### src/common/mmio_defs.svh
// Width, register count and address window macros for the MMIO register block
`ifndef MMIO_DEFS_SVH
`define MMIO_DEFS_SVH

// Width of one register line in bits
`define MMIO_DATA_WIDTH 64

// Number of control registers in the block
`define MMIO_NUM_REGS 16

// Register index width, enough to select one of MMIO_NUM_REGS
`define MMIO_REG_IDX_BITS 4

// Size of the byte-addressed register window
// Each register takes one qword, so this is MMIO_NUM_REGS * 8
`define MMIO_WINDOW_BYTES 128

// Legal write sizes in bytes
`define MMIO_DWORD_BYTES 4
`define MMIO_QWORD_BYTES 8

`endif

### src/common/mmio_pkg.sv
// Package with the vector types shared by the MMIO write and read-back path
`include "mmio_defs.svh"

package mmio_pkg;

    // Host byte address as carried by the request
    // Only the low bits select a register, the rest are range checked
    typedef logic [63:0] t_byte_addr;

    // Write payload length in bytes
    typedef logic [11:0] t_byte_count;

    // One register line of data
    typedef logic [`MMIO_DATA_WIDTH-1:0] t_payload;

    // Byte enables, one bit per byte of a register line
    typedef logic [`MMIO_DATA_WIDTH/8-1:0] t_byte_mask;

    // Index of a register in the file
    typedef logic [`MMIO_REG_IDX_BITS-1:0] t_reg_idx;

endpackage

### src/rtl/mmio_wr_decode.sv
// Write request decode stage with size, alignment and range checks
`timescale 1ns/1ps
`include "mmio_defs.svh"

module mmio_wr_decode
(
    input  logic                    clk,
    input  logic                    rst_n,

    // Host write request, valid for one cycle when wr_req is high
    input  logic                    wr_req,
    input  mmio_pkg::t_byte_addr    wr_addr,
    input  mmio_pkg::t_byte_count   wr_count,
    input  mmio_pkg::t_payload      wr_data,

    // Registered request, one cycle after it was sampled
    output logic                    dec_valid,
    output logic                    dec_err,
    output mmio_pkg::t_reg_idx      dec_idx,
    output mmio_pkg::t_byte_addr    dec_addr,
    output mmio_pkg::t_byte_count   dec_count,
    output mmio_pkg::t_payload      dec_data
);

    logic is_dword;
    logic is_qword;
    logic bad_size;
    logic bad_align;
    logic out_of_window;
    logic req_err;

    // Only 4 and 8 byte writes are supported
    assign is_dword = (wr_count == mmio_pkg::t_byte_count'(`MMIO_DWORD_BYTES));
    assign is_qword = (wr_count == mmio_pkg::t_byte_count'(`MMIO_QWORD_BYTES));
    assign bad_size = !(is_dword || is_qword);

    // Every write must be dword aligned, and a qword write must sit on a qword
    assign bad_align = (wr_addr[1:0] != 2'b00) || (is_qword && wr_addr[2]);

    // The full 64-bit address is compared so high address bits are not aliased
    assign out_of_window = (wr_addr >= mmio_pkg::t_byte_addr'(`MMIO_WINDOW_BYTES));

    assign req_err = bad_size || bad_align || out_of_window;

    // Control flags of the stage
    always_ff @(posedge clk)
    begin
        if (!rst_n)
        begin
            dec_valid <= 1'b0;
            dec_err   <= 1'b0;
        end
        else
        begin
            // A strobe in gives a strobe out, so dec_valid lasts one cycle
            dec_valid <= wr_req;
            dec_err   <= wr_req && req_err;
        end
    end

    // Request fields, captured only when a request arrives
    always_ff @(posedge clk)
    begin
        if (wr_req)
        begin
            // Each register is one qword, so the index starts at address bit 3
            dec_idx   <= wr_addr[3 +: `MMIO_REG_IDX_BITS];
            dec_addr  <= wr_addr;
            dec_count <= wr_count;
            dec_data  <= wr_data;
        end
    end

endmodule

### src/mmio_wr_data/mmio_wr_data_map.sv
// Write payload replication and dword-granular byte mask generation
`timescale 1ns/1ps

module mmio_wr_data_map
#(
    // Any multiple of 32 up to 512
    parameter int DATA_WIDTH = 64
)
(
    // Only the low address bits matter here, they place the data in the line
    input  mmio_pkg::t_byte_addr    byte_addr,
    input  mmio_pkg::t_byte_count   byte_count,
    input  logic [DATA_WIDTH-1:0]   payload_in,

    output logic [DATA_WIDTH-1:0]   payload_out,
    output logic [DATA_WIDTH/8-1:0] byte_mask
);

    localparam int NUM_DWORDS   = DATA_WIDTH / 32;
    localparam int DW_IDX_BITS  = $clog2(NUM_DWORDS);

    // Copy the low chunk of a 512-bit line into every chunk of the same size
    // Narrower lines take the low part of the result
    function automatic logic [511:0] fill_line(
        input mmio_pkg::t_byte_count n_bytes,
        input logic [511:0]          line_in
    );
        logic [511:0] line_out;

        if (n_bytes <= 4)
            line_out = {16{line_in[31:0]}};
        else if (n_bytes <= 8)
            line_out = {8{line_in[63:0]}};
        else if (n_bytes <= 16)
            line_out = {4{line_in[127:0]}};
        else if (n_bytes <= 32)
            line_out = {2{line_in[255:0]}};
        else
            line_out = line_in;
        return line_out;
    endfunction

    logic [511:0]            wide_in;
    logic [511:0]            wide_out;
    logic [NUM_DWORDS-1:0]   dw_count_mask;
    logic [NUM_DWORDS-1:0]   dw_mask;

    // Zero-extend the payload to the widest supported line
    assign wide_in     = 512'(payload_in);
    assign wide_out    = fill_line(byte_count, wide_in);
    assign payload_out = wide_out[DATA_WIDTH-1:0];

    // One bit per dword covered by the write, starting at dword 0
    assign dw_count_mask = ~(~NUM_DWORDS'(0) << byte_count[2 +: DW_IDX_BITS+1]);

    // Move the run of dwords to the dword offset of the address
    assign dw_mask = dw_count_mask << byte_addr[2 +: DW_IDX_BITS];

    // Each dword enable turns into four byte enables
    always_comb
    begin
        for (int dw = 0; dw < NUM_DWORDS; dw++)
        begin
            byte_mask[dw*4 +: 4] = {4{dw_mask[dw]}};
        end
    end

endmodule

### src/mmio_csr_file/mmio_csr_file.sv
// Control register array with byte-masked writes, write outcome pulses and registered reads
`timescale 1ns/1ps
`include "mmio_defs.svh"

module mmio_csr_file
(
    input  logic                    clk,
    input  logic                    rst_n,

    // Decoded write and its mapped data
    input  logic                    dec_valid,
    input  logic                    dec_err,
    input  mmio_pkg::t_reg_idx      dec_idx,
    input  mmio_pkg::t_payload      map_data,
    input  mmio_pkg::t_byte_mask    map_mask,

    // Read request, one-cycle strobe
    input  logic                    rd_req,
    input  mmio_pkg::t_reg_idx      rd_idx,

    // Write outcome, one of the two pulses per decoded write
    output logic                    wr_ack,
    output logic                    wr_err,

    // Read response, one cycle after the request
    output logic                    rd_valid,
    output mmio_pkg::t_payload      rd_data
);

    localparam int NUM_BYTES = $bits(mmio_pkg::t_byte_mask);

    mmio_pkg::t_payload regs [`MMIO_NUM_REGS];

    logic commit;

    // Decode already flagged illegal requests, so only the flag is consulted
    assign commit = dec_valid && !dec_err;

    // Register contents and outcome pulses
    always_ff @(posedge clk)
    begin
        if (!rst_n)
        begin
            for (int r = 0; r < `MMIO_NUM_REGS; r++)
            begin
                regs[r] <= '0;
            end
            wr_ack <= 1'b0;
            wr_err <= 1'b0;
        end
        else
        begin
            if (commit)
            begin
                // Bytes outside the mask keep their value
                for (int b = 0; b < NUM_BYTES; b++)
                begin
                    if (map_mask[b])
                        regs[dec_idx][b*8 +: 8] <= map_data[b*8 +: 8];
                end
            end
            wr_ack <= commit;
            wr_err <= dec_valid && dec_err;
        end
    end

    // Read strobe, delayed to match the data
    always_ff @(posedge clk)
    begin
        if (!rst_n)
            rd_valid <= 1'b0;
        else
            rd_valid <= rd_req;
    end

    // The array is sampled before a same-edge commit lands, giving the old value
    always_ff @(posedge clk)
    begin
        if (rd_req)
            rd_data <= regs[rd_idx];
    end

endmodule

### src/rtl/mmio_wr_top.sv
// Top level of the MMIO write and read-back path
`timescale 1ns/1ps
`include "mmio_defs.svh"

module mmio_wr_top
(
    input  logic                    clk,
    input  logic                    rst_n,

    // Host write request
    input  logic                    wr_req,
    input  mmio_pkg::t_byte_addr    wr_addr,
    input  mmio_pkg::t_byte_count   wr_count,
    input  mmio_pkg::t_payload      wr_data,

    // Host read request
    input  logic                    rd_req,
    input  mmio_pkg::t_reg_idx      rd_idx,

    // Write outcome and read response
    output logic                    wr_ack,
    output logic                    wr_err,
    output logic                    rd_valid,
    output mmio_pkg::t_payload      rd_data
);

    // Decode stage outputs
    logic                   dec_valid;
    logic                   dec_err;
    mmio_pkg::t_reg_idx     dec_idx;
    mmio_pkg::t_byte_addr   dec_addr;
    mmio_pkg::t_byte_count  dec_count;
    mmio_pkg::t_payload     dec_data;

    // Line-aligned data and byte enables for the register file
    mmio_pkg::t_payload     map_data;
    mmio_pkg::t_byte_mask   map_mask;

    mmio_wr_decode u_decode
    (
        .clk       (clk),
        .rst_n     (rst_n),
        .wr_req    (wr_req),
        .wr_addr   (wr_addr),
        .wr_count  (wr_count),
        .wr_data   (wr_data),
        .dec_valid (dec_valid),
        .dec_err   (dec_err),
        .dec_idx   (dec_idx),
        .dec_addr  (dec_addr),
        .dec_count (dec_count),
        .dec_data  (dec_data)
    );

    // Combinational, so the write commits on the edge after decode
    mmio_wr_data_map #(.DATA_WIDTH(`MMIO_DATA_WIDTH)) u_data_map
    (
        .byte_addr   (dec_addr),
        .byte_count  (dec_count),
        .payload_in  (dec_data),
        .payload_out (map_data),
        .byte_mask   (map_mask)
    );

    mmio_csr_file u_csr_file
    (
        .clk       (clk),
        .rst_n     (rst_n),
        .dec_valid (dec_valid),
        .dec_err   (dec_err),
        .dec_idx   (dec_idx),
        .map_data  (map_data),
        .map_mask  (map_mask),
        .rd_req    (rd_req),
        .rd_idx    (rd_idx),
        .wr_ack    (wr_ack),
        .wr_err    (wr_err),
        .rd_valid  (rd_valid),
        .rd_data   (rd_data)
    );

endmodule

### config.mk
export PLATFORM = sky130hd
export DESIGN_NAME = mmio_wr_top
export DESIGN_NICKNAME = d
export VERILOG_FILES = /design/src/common/mmio_pkg.sv /design/src/rtl/mmio_wr_decode.sv /design/src/mmio_wr_data/mmio_wr_data_map.sv /design/src/mmio_csr_file/mmio_csr_file.sv /design/src/rtl/mmio_wr_top.sv
export VERILOG_INCLUDE_DIRS = /design/src /design/src/common
export SDC_FILE = /design/constraint.sdc
export NUM_CORES = 1
export LEC_CHECK = 0
export BUFFER_PORTS_ARGS = -buffer_cell sky130_fd_sc_hd__buf_2
export CAP_MARGIN = 40
export CORE_MARGIN = 8
export CORE_UTILIZATION = 50
export DETAILED_ROUTE_END_ITERATION = 8
export PLACE_DENSITY = 0.73
export REMOVE_ABC_BUFFERS = 1
export SLEW_MARGIN = 20
export SYNTH_ARGS = -nofsm -noshare
export SYNTH_HDL_FRONTEND = slang
export SYNTH_SLANG_ARGS = --single-unit
### constraint.sdc
create_clock -name clk -period 9.05 [get_ports clk]
set_clock_uncertainty 0.05 [all_clocks]
set_input_delay 2.715 -clock clk [delete_from_list [all_inputs] [get_ports clk]]
set_output_delay 2.715 -clock clk [all_outputs]
set_load 0.02 [all_outputs]
Word level (Yosys, flattened, before mapping):

Memories as Yosys holds them, arrays and structs flattened. A register that Yosys moved wholly into a read port is not among the register bits.
Cells that the tools add are included.

* flip-flop bits (word level): 88
* memory bits (writable): 1024
* input bits: 148
* word-level logic and storage cells: 44
* memories: 1

Memory list
* u_csr_file.regs: words 16, width 64, read ports 1, clocked after memory_dff 1, write ports 16, line mmio_csr_file.sv:32 `` mmio_pkg::t_payload regs [`MMIO_NUM_REGS]; ``

* $lt $le $gt $ge: 3
* equality and inequality tests: 2
* shift operators: 2
* muxes and demuxes: 14
* bitwise gates (word level): 1
* reduce and logical (&&, ||, !) cells: 12

Operator list (count)
* $mux 64: 3
* $ge 64x8->1 const B: 1
* $reduce_or 64->1: 1
* $eq 12x3->1 const B: 1
* $eq 12x4->1 const B: 1
* $le 12x3->1 const B: 1
* $le 12x4->1 const B: 1
* $mux 1: 9
* $logic_and 1x1->1: 4
* $logic_or 1x1->1: 4
* $mux 4: 1
* $logic_not 1->1: 2
* $mux 2: 1
* $not 2->2: 1
* $reduce_bool 2->1: 1
* $shl 2x1->2: 1
* $shl 2x2->2 const A: 1

Depth between registers and ports, before layout:

* word-level depth: 9
* depth in mapped cells: 7
* mapped depth without buffers: 4

Cells and area by module:

Synthesis repeated with hierarchy kept, for this count alone.

* cells, all modules: 3359
* area total of the unflattened synthesis: 51639.5 µm²

Modules (own cells, without submodules)
* mmio_csr_file: instances 1, cells each 3105, area an instance 46329.4 µm²
* mmio_wr_decode: instances 1, cells each 173, area an instance 4446.8 µm²
* mmio_wr_data_map: instances 1, cells each 81, area an instance 863.3 µm²

Worst setup path after synthesis:

No wires, ideal clock.

* kind: input -> register
* start: in rst_n
* end: mem u_csr_file.regs[1][0] (netlist bit) (enable)
* arrival: 5.891 ns
* data required time: 8.534 ns
* setup slack: 2.644 ns
* stages on the path: 5
* path buffers: 2
* cell sequence: buf_4 > nand3b_4 > or4_1 > buf_2 > o21ai_0

RTL lines
* start: declaration: line mmio_wr_top.sv:8 `input logic rst_n,`
* end: declaration: line mmio_csr_file.sv:32

==> impl_metrics.toml <==
[setup_path]
critPathLaunchType = "input port"
crit_fanout = 36
worstReg2RegStart = "u_decode.dec_idx[0]"
cp-endpoint = "u_csr_file.regs[1][35]"
endpoint_kind = "flip-flop"
crit_chain = "buf_2 > buf_4 > nand3b_4 > nor2_1 > nand3_2 > nand2_2 > buf_12"
cpMaxStageDelayCell = "nand3_2"
critical_path_required_ns = 9.38
crit_start = "rst_n"
crit_arrival_ns = 5.85
crit_type = "input port to flip-flop"
r2r_setup_slack_ns = 5.60
reg2reg_to = "u_csr_file.regs[9][53]"
r2r.worst_path.cells = 5
critPathMaxStageDelay_ns = 0.83

[job]
drv_cap = 0

[cts]
clkSlewWorstSetupHoldPaths_ns = 0.06
tritoncts = "yes"
cts_buffers = 114
cts-root-buf = "clkbuf_16"
post_cts_buffers = 0
clock_sinks = 1174
hold_buffers = 0
clock_latency_ns = 0.70
clockBufferDepth = 3
cts_resized = 0
htreeDepth = 3

[layout]
multiInputGateArea_um2 = 13900
final_nets = 3232
drive_gt1_frac = 0.269
seq_area_um2 = 35200
area_growth_pct = 12.5
fillers = 7464

[global_route]
overflow = 0
grt_max_degree = 116
antenna_found_initial = 4
gr-usage-all-layers = 0.219
grt_pass1_wl_um = 180000
grt_pass1_vias = 28000

[yosys]
synth_cell_type_count = 33
netlist_instances = 2919
yosys_warnings = 0
netlist_area_um2 = 50300
yosysSeqAreaShare = 0.700
syn_avg_cell_area_um2 = 17.2
synth-seq-cells = 1174

[power_and_ir_drop]
internal_power_w = 0.00895
seq_power_share = 0.547
combPwrFrac = 0.063
power.density_nw_per_um2 = 203
p_leak_nw = 20.6
netSwitchingPower_w = 0.00255
p_sw_frac = 0.222
clkPwrFrac = 0.391
power.total_w = 0.0115
max-vdd-ir-drop_uv = 167

[detailed_routing]
met1_length_um = 44800
route.met3.wl_um = 11400
topRoutingLayerUsed = "met5"
drtIter0Drc = 2800
routed_wl_um = 124000
ant_nets = 0
met2_length_um = 64000
vias = 26700
wire_per_inst_um = 27.7
avgViaCountPerCell = 5.95
firstDrtPassIters = 5
drc_errors = 0

[timing]
max_freq_ghz = 0.181
hold_violations = 0
timing.final.crit_share = 0.610
setup_viol = 0
period_needed_ns = 5.52
rsz0062_at_grt = "false"
finalMaxSlewViolations = 0
max_slew.worst_pin.slew_ns = 0.925
setup_tns_ns = 0
slew_headroom = 0.383

[place]
io_buffers = 214
globalplace.congestion = 0.789
hpwl_um = 74800

[status]
status = "finished clean"

[die]
die_area_um2 = 111000
io_pins = 215
fp.dieW_um = 333
core-area_um2 = 99900
die_h_um = 333
rows = 116
initial_core_util = 0.503

[worst_hold_path]
hold_class = "flip-flop to flip-flop"
-- kinds of logic (layout without fill, tap and decap cells) --
group	count (synthesis)	after routing	synth area share
mux	352	352	0.157
compound gates	17	17	0.00182
flops	1174	1174	0.700
simple gates	1127	1127	0.114
other cells	0	3	0
buf+inv	249	509	0.0269
-- final cells by class --
class | instances | share of cell area
diodes | 3 | 0.000133
clock buffers | 145 | 0.0529
clock inverters | 66 | 0.00909
inverters | 1 | 0.0000664
multi-input cells | 1496 | 0.247
flip-flops and latches | 1174 | 0.623
well taps | 1298 | 0.0287
repair buffers | 297 | 0.0400
-- cell usage after synthesis --
library cell  instances  area (um2)
clkbuf_1            137         514
nand4_1               9        56.3
a21oi_1               1        5.00
dfxtp_1               5         100
clkbuf_2             18        90.1
buf_6                40         450
or3_1                 4        25.0
nor2_1              524        1970
o31a_1                1        8.76
nor3_1                5        25.0
or4_1                 2        15.0
edfxtp_1           1169       35100
buf_1                20        75.1
nand3b_4              1        20.0
nand3b_1              1        7.51
nor2b_1               2        12.5
buf_4                21         158
and2_1              515        3220
o21ai_0              14        70.1
nand3_1               5        25.0
mux4_2              320        7210
nor2_2                5        31.3
o21bai_1              1        7.51
nor3_4                2        32.5
nand2b_1              8        50.1
nand2_1              24        90.1
inv_1                 1        3.75
nor3_2                2        20.0
mux2i_1               2        20.0
and3_1                1        6.26
nor4_1               17         106
buf_2                12        60.1
mux2i_4              30         676
-- power by group through the flow --
stage | clock (W) | sequential, W | combinational, W
finish | 0.00450 | 0.00629 | 0.000720
global placement | 0 | 0.00639 | 0.000674
CTS | 0.00455 | 0.00629 | 0.000719
floorplan | 0 | 0.00638 | 0.000332
global route | 0.00476 | 0.00631 | 0.000758
detailed placement | 0 | 0.00640 | 0.000716
-- registers in the layout, summed over array words and instances, names as in the netlist --
name / flops
u_csr_file.regs: 1024
u_csr_file.rd_data: 64
u_decode.dec_data: 64
u_decode.dec_count: 12
u_decode.dec_idx: 4
u_csr_file.rd_valid: 1
u_csr_file.wr_ack: 1
u_csr_file.wr_err: 1
u_decode.dec_addr: 1
u_decode.dec_err: 1
u_decode.dec_valid: 1
-- how the worst min path moves through the flow --
stage | from | to | slack, ns | cells after the start
after floorplan | u_decode.dec_err | u_csr_file.wr_err | 0.41 | 1
after global placement | u_decode.dec_err | u_csr_file.wr_err | 0.50 | 1
after detailed placement | u_decode.dec_err | u_csr_file.wr_err | 0.49 | 1
after CTS | u_decode.dec_err | u_csr_file.wr_err | 0.50 | 1
after global routing | u_decode.dec_err | u_csr_file.wr_err | 0.50 | 1
final | u_decode.dec_err | u_csr_file.wr_err | 0.49 | 1
-- per-layer routing --
metal / vias up / track usage
met5: - / 0
met4: 2 / 0.0685
met3: 271 / 0.0539
met2: 1412 / 0.380
met1: 13700 / 0.272
li1: 11300 / -
-- stage by stage --
step,worst slack [ns],utilization,hold WS [ns],instance area [um2],std cells
after floorplan,2.74,-,0.410,48900,2671
after global placement,2.66,0.524,0.501,52300,4237
after detailed placement,2.40,0.529,0.493,52800,4257
after CTS,3.10,0.564,0.499,56300,4468
after global routing,3.44,0.566,0.500,56500,4477
final,3.53,0.566,0.486,56600,4480
-- placed cells by master, fill, tap and decap left out, types with 16 or more instances in the layout --
master,n
clkinv_1,28
edfxtp_1,1169
buf_2,208
clkbuf_16,115
mux4_2,320
nor2_1,517
nand2_2,16
buf_4,56
nor4_1,17
buf_16,20
mux2i_4,30
clkinv_2,17
clkbuf_1,30
and2_1,515
-- worst max-delay path, delay by kind of cell --
kind                   cells  cell delay (ns)
AND/OR/NAND/NOR            4             2.14
buffers and inverters      3             0.92
(Power assumes the default switching activity.)
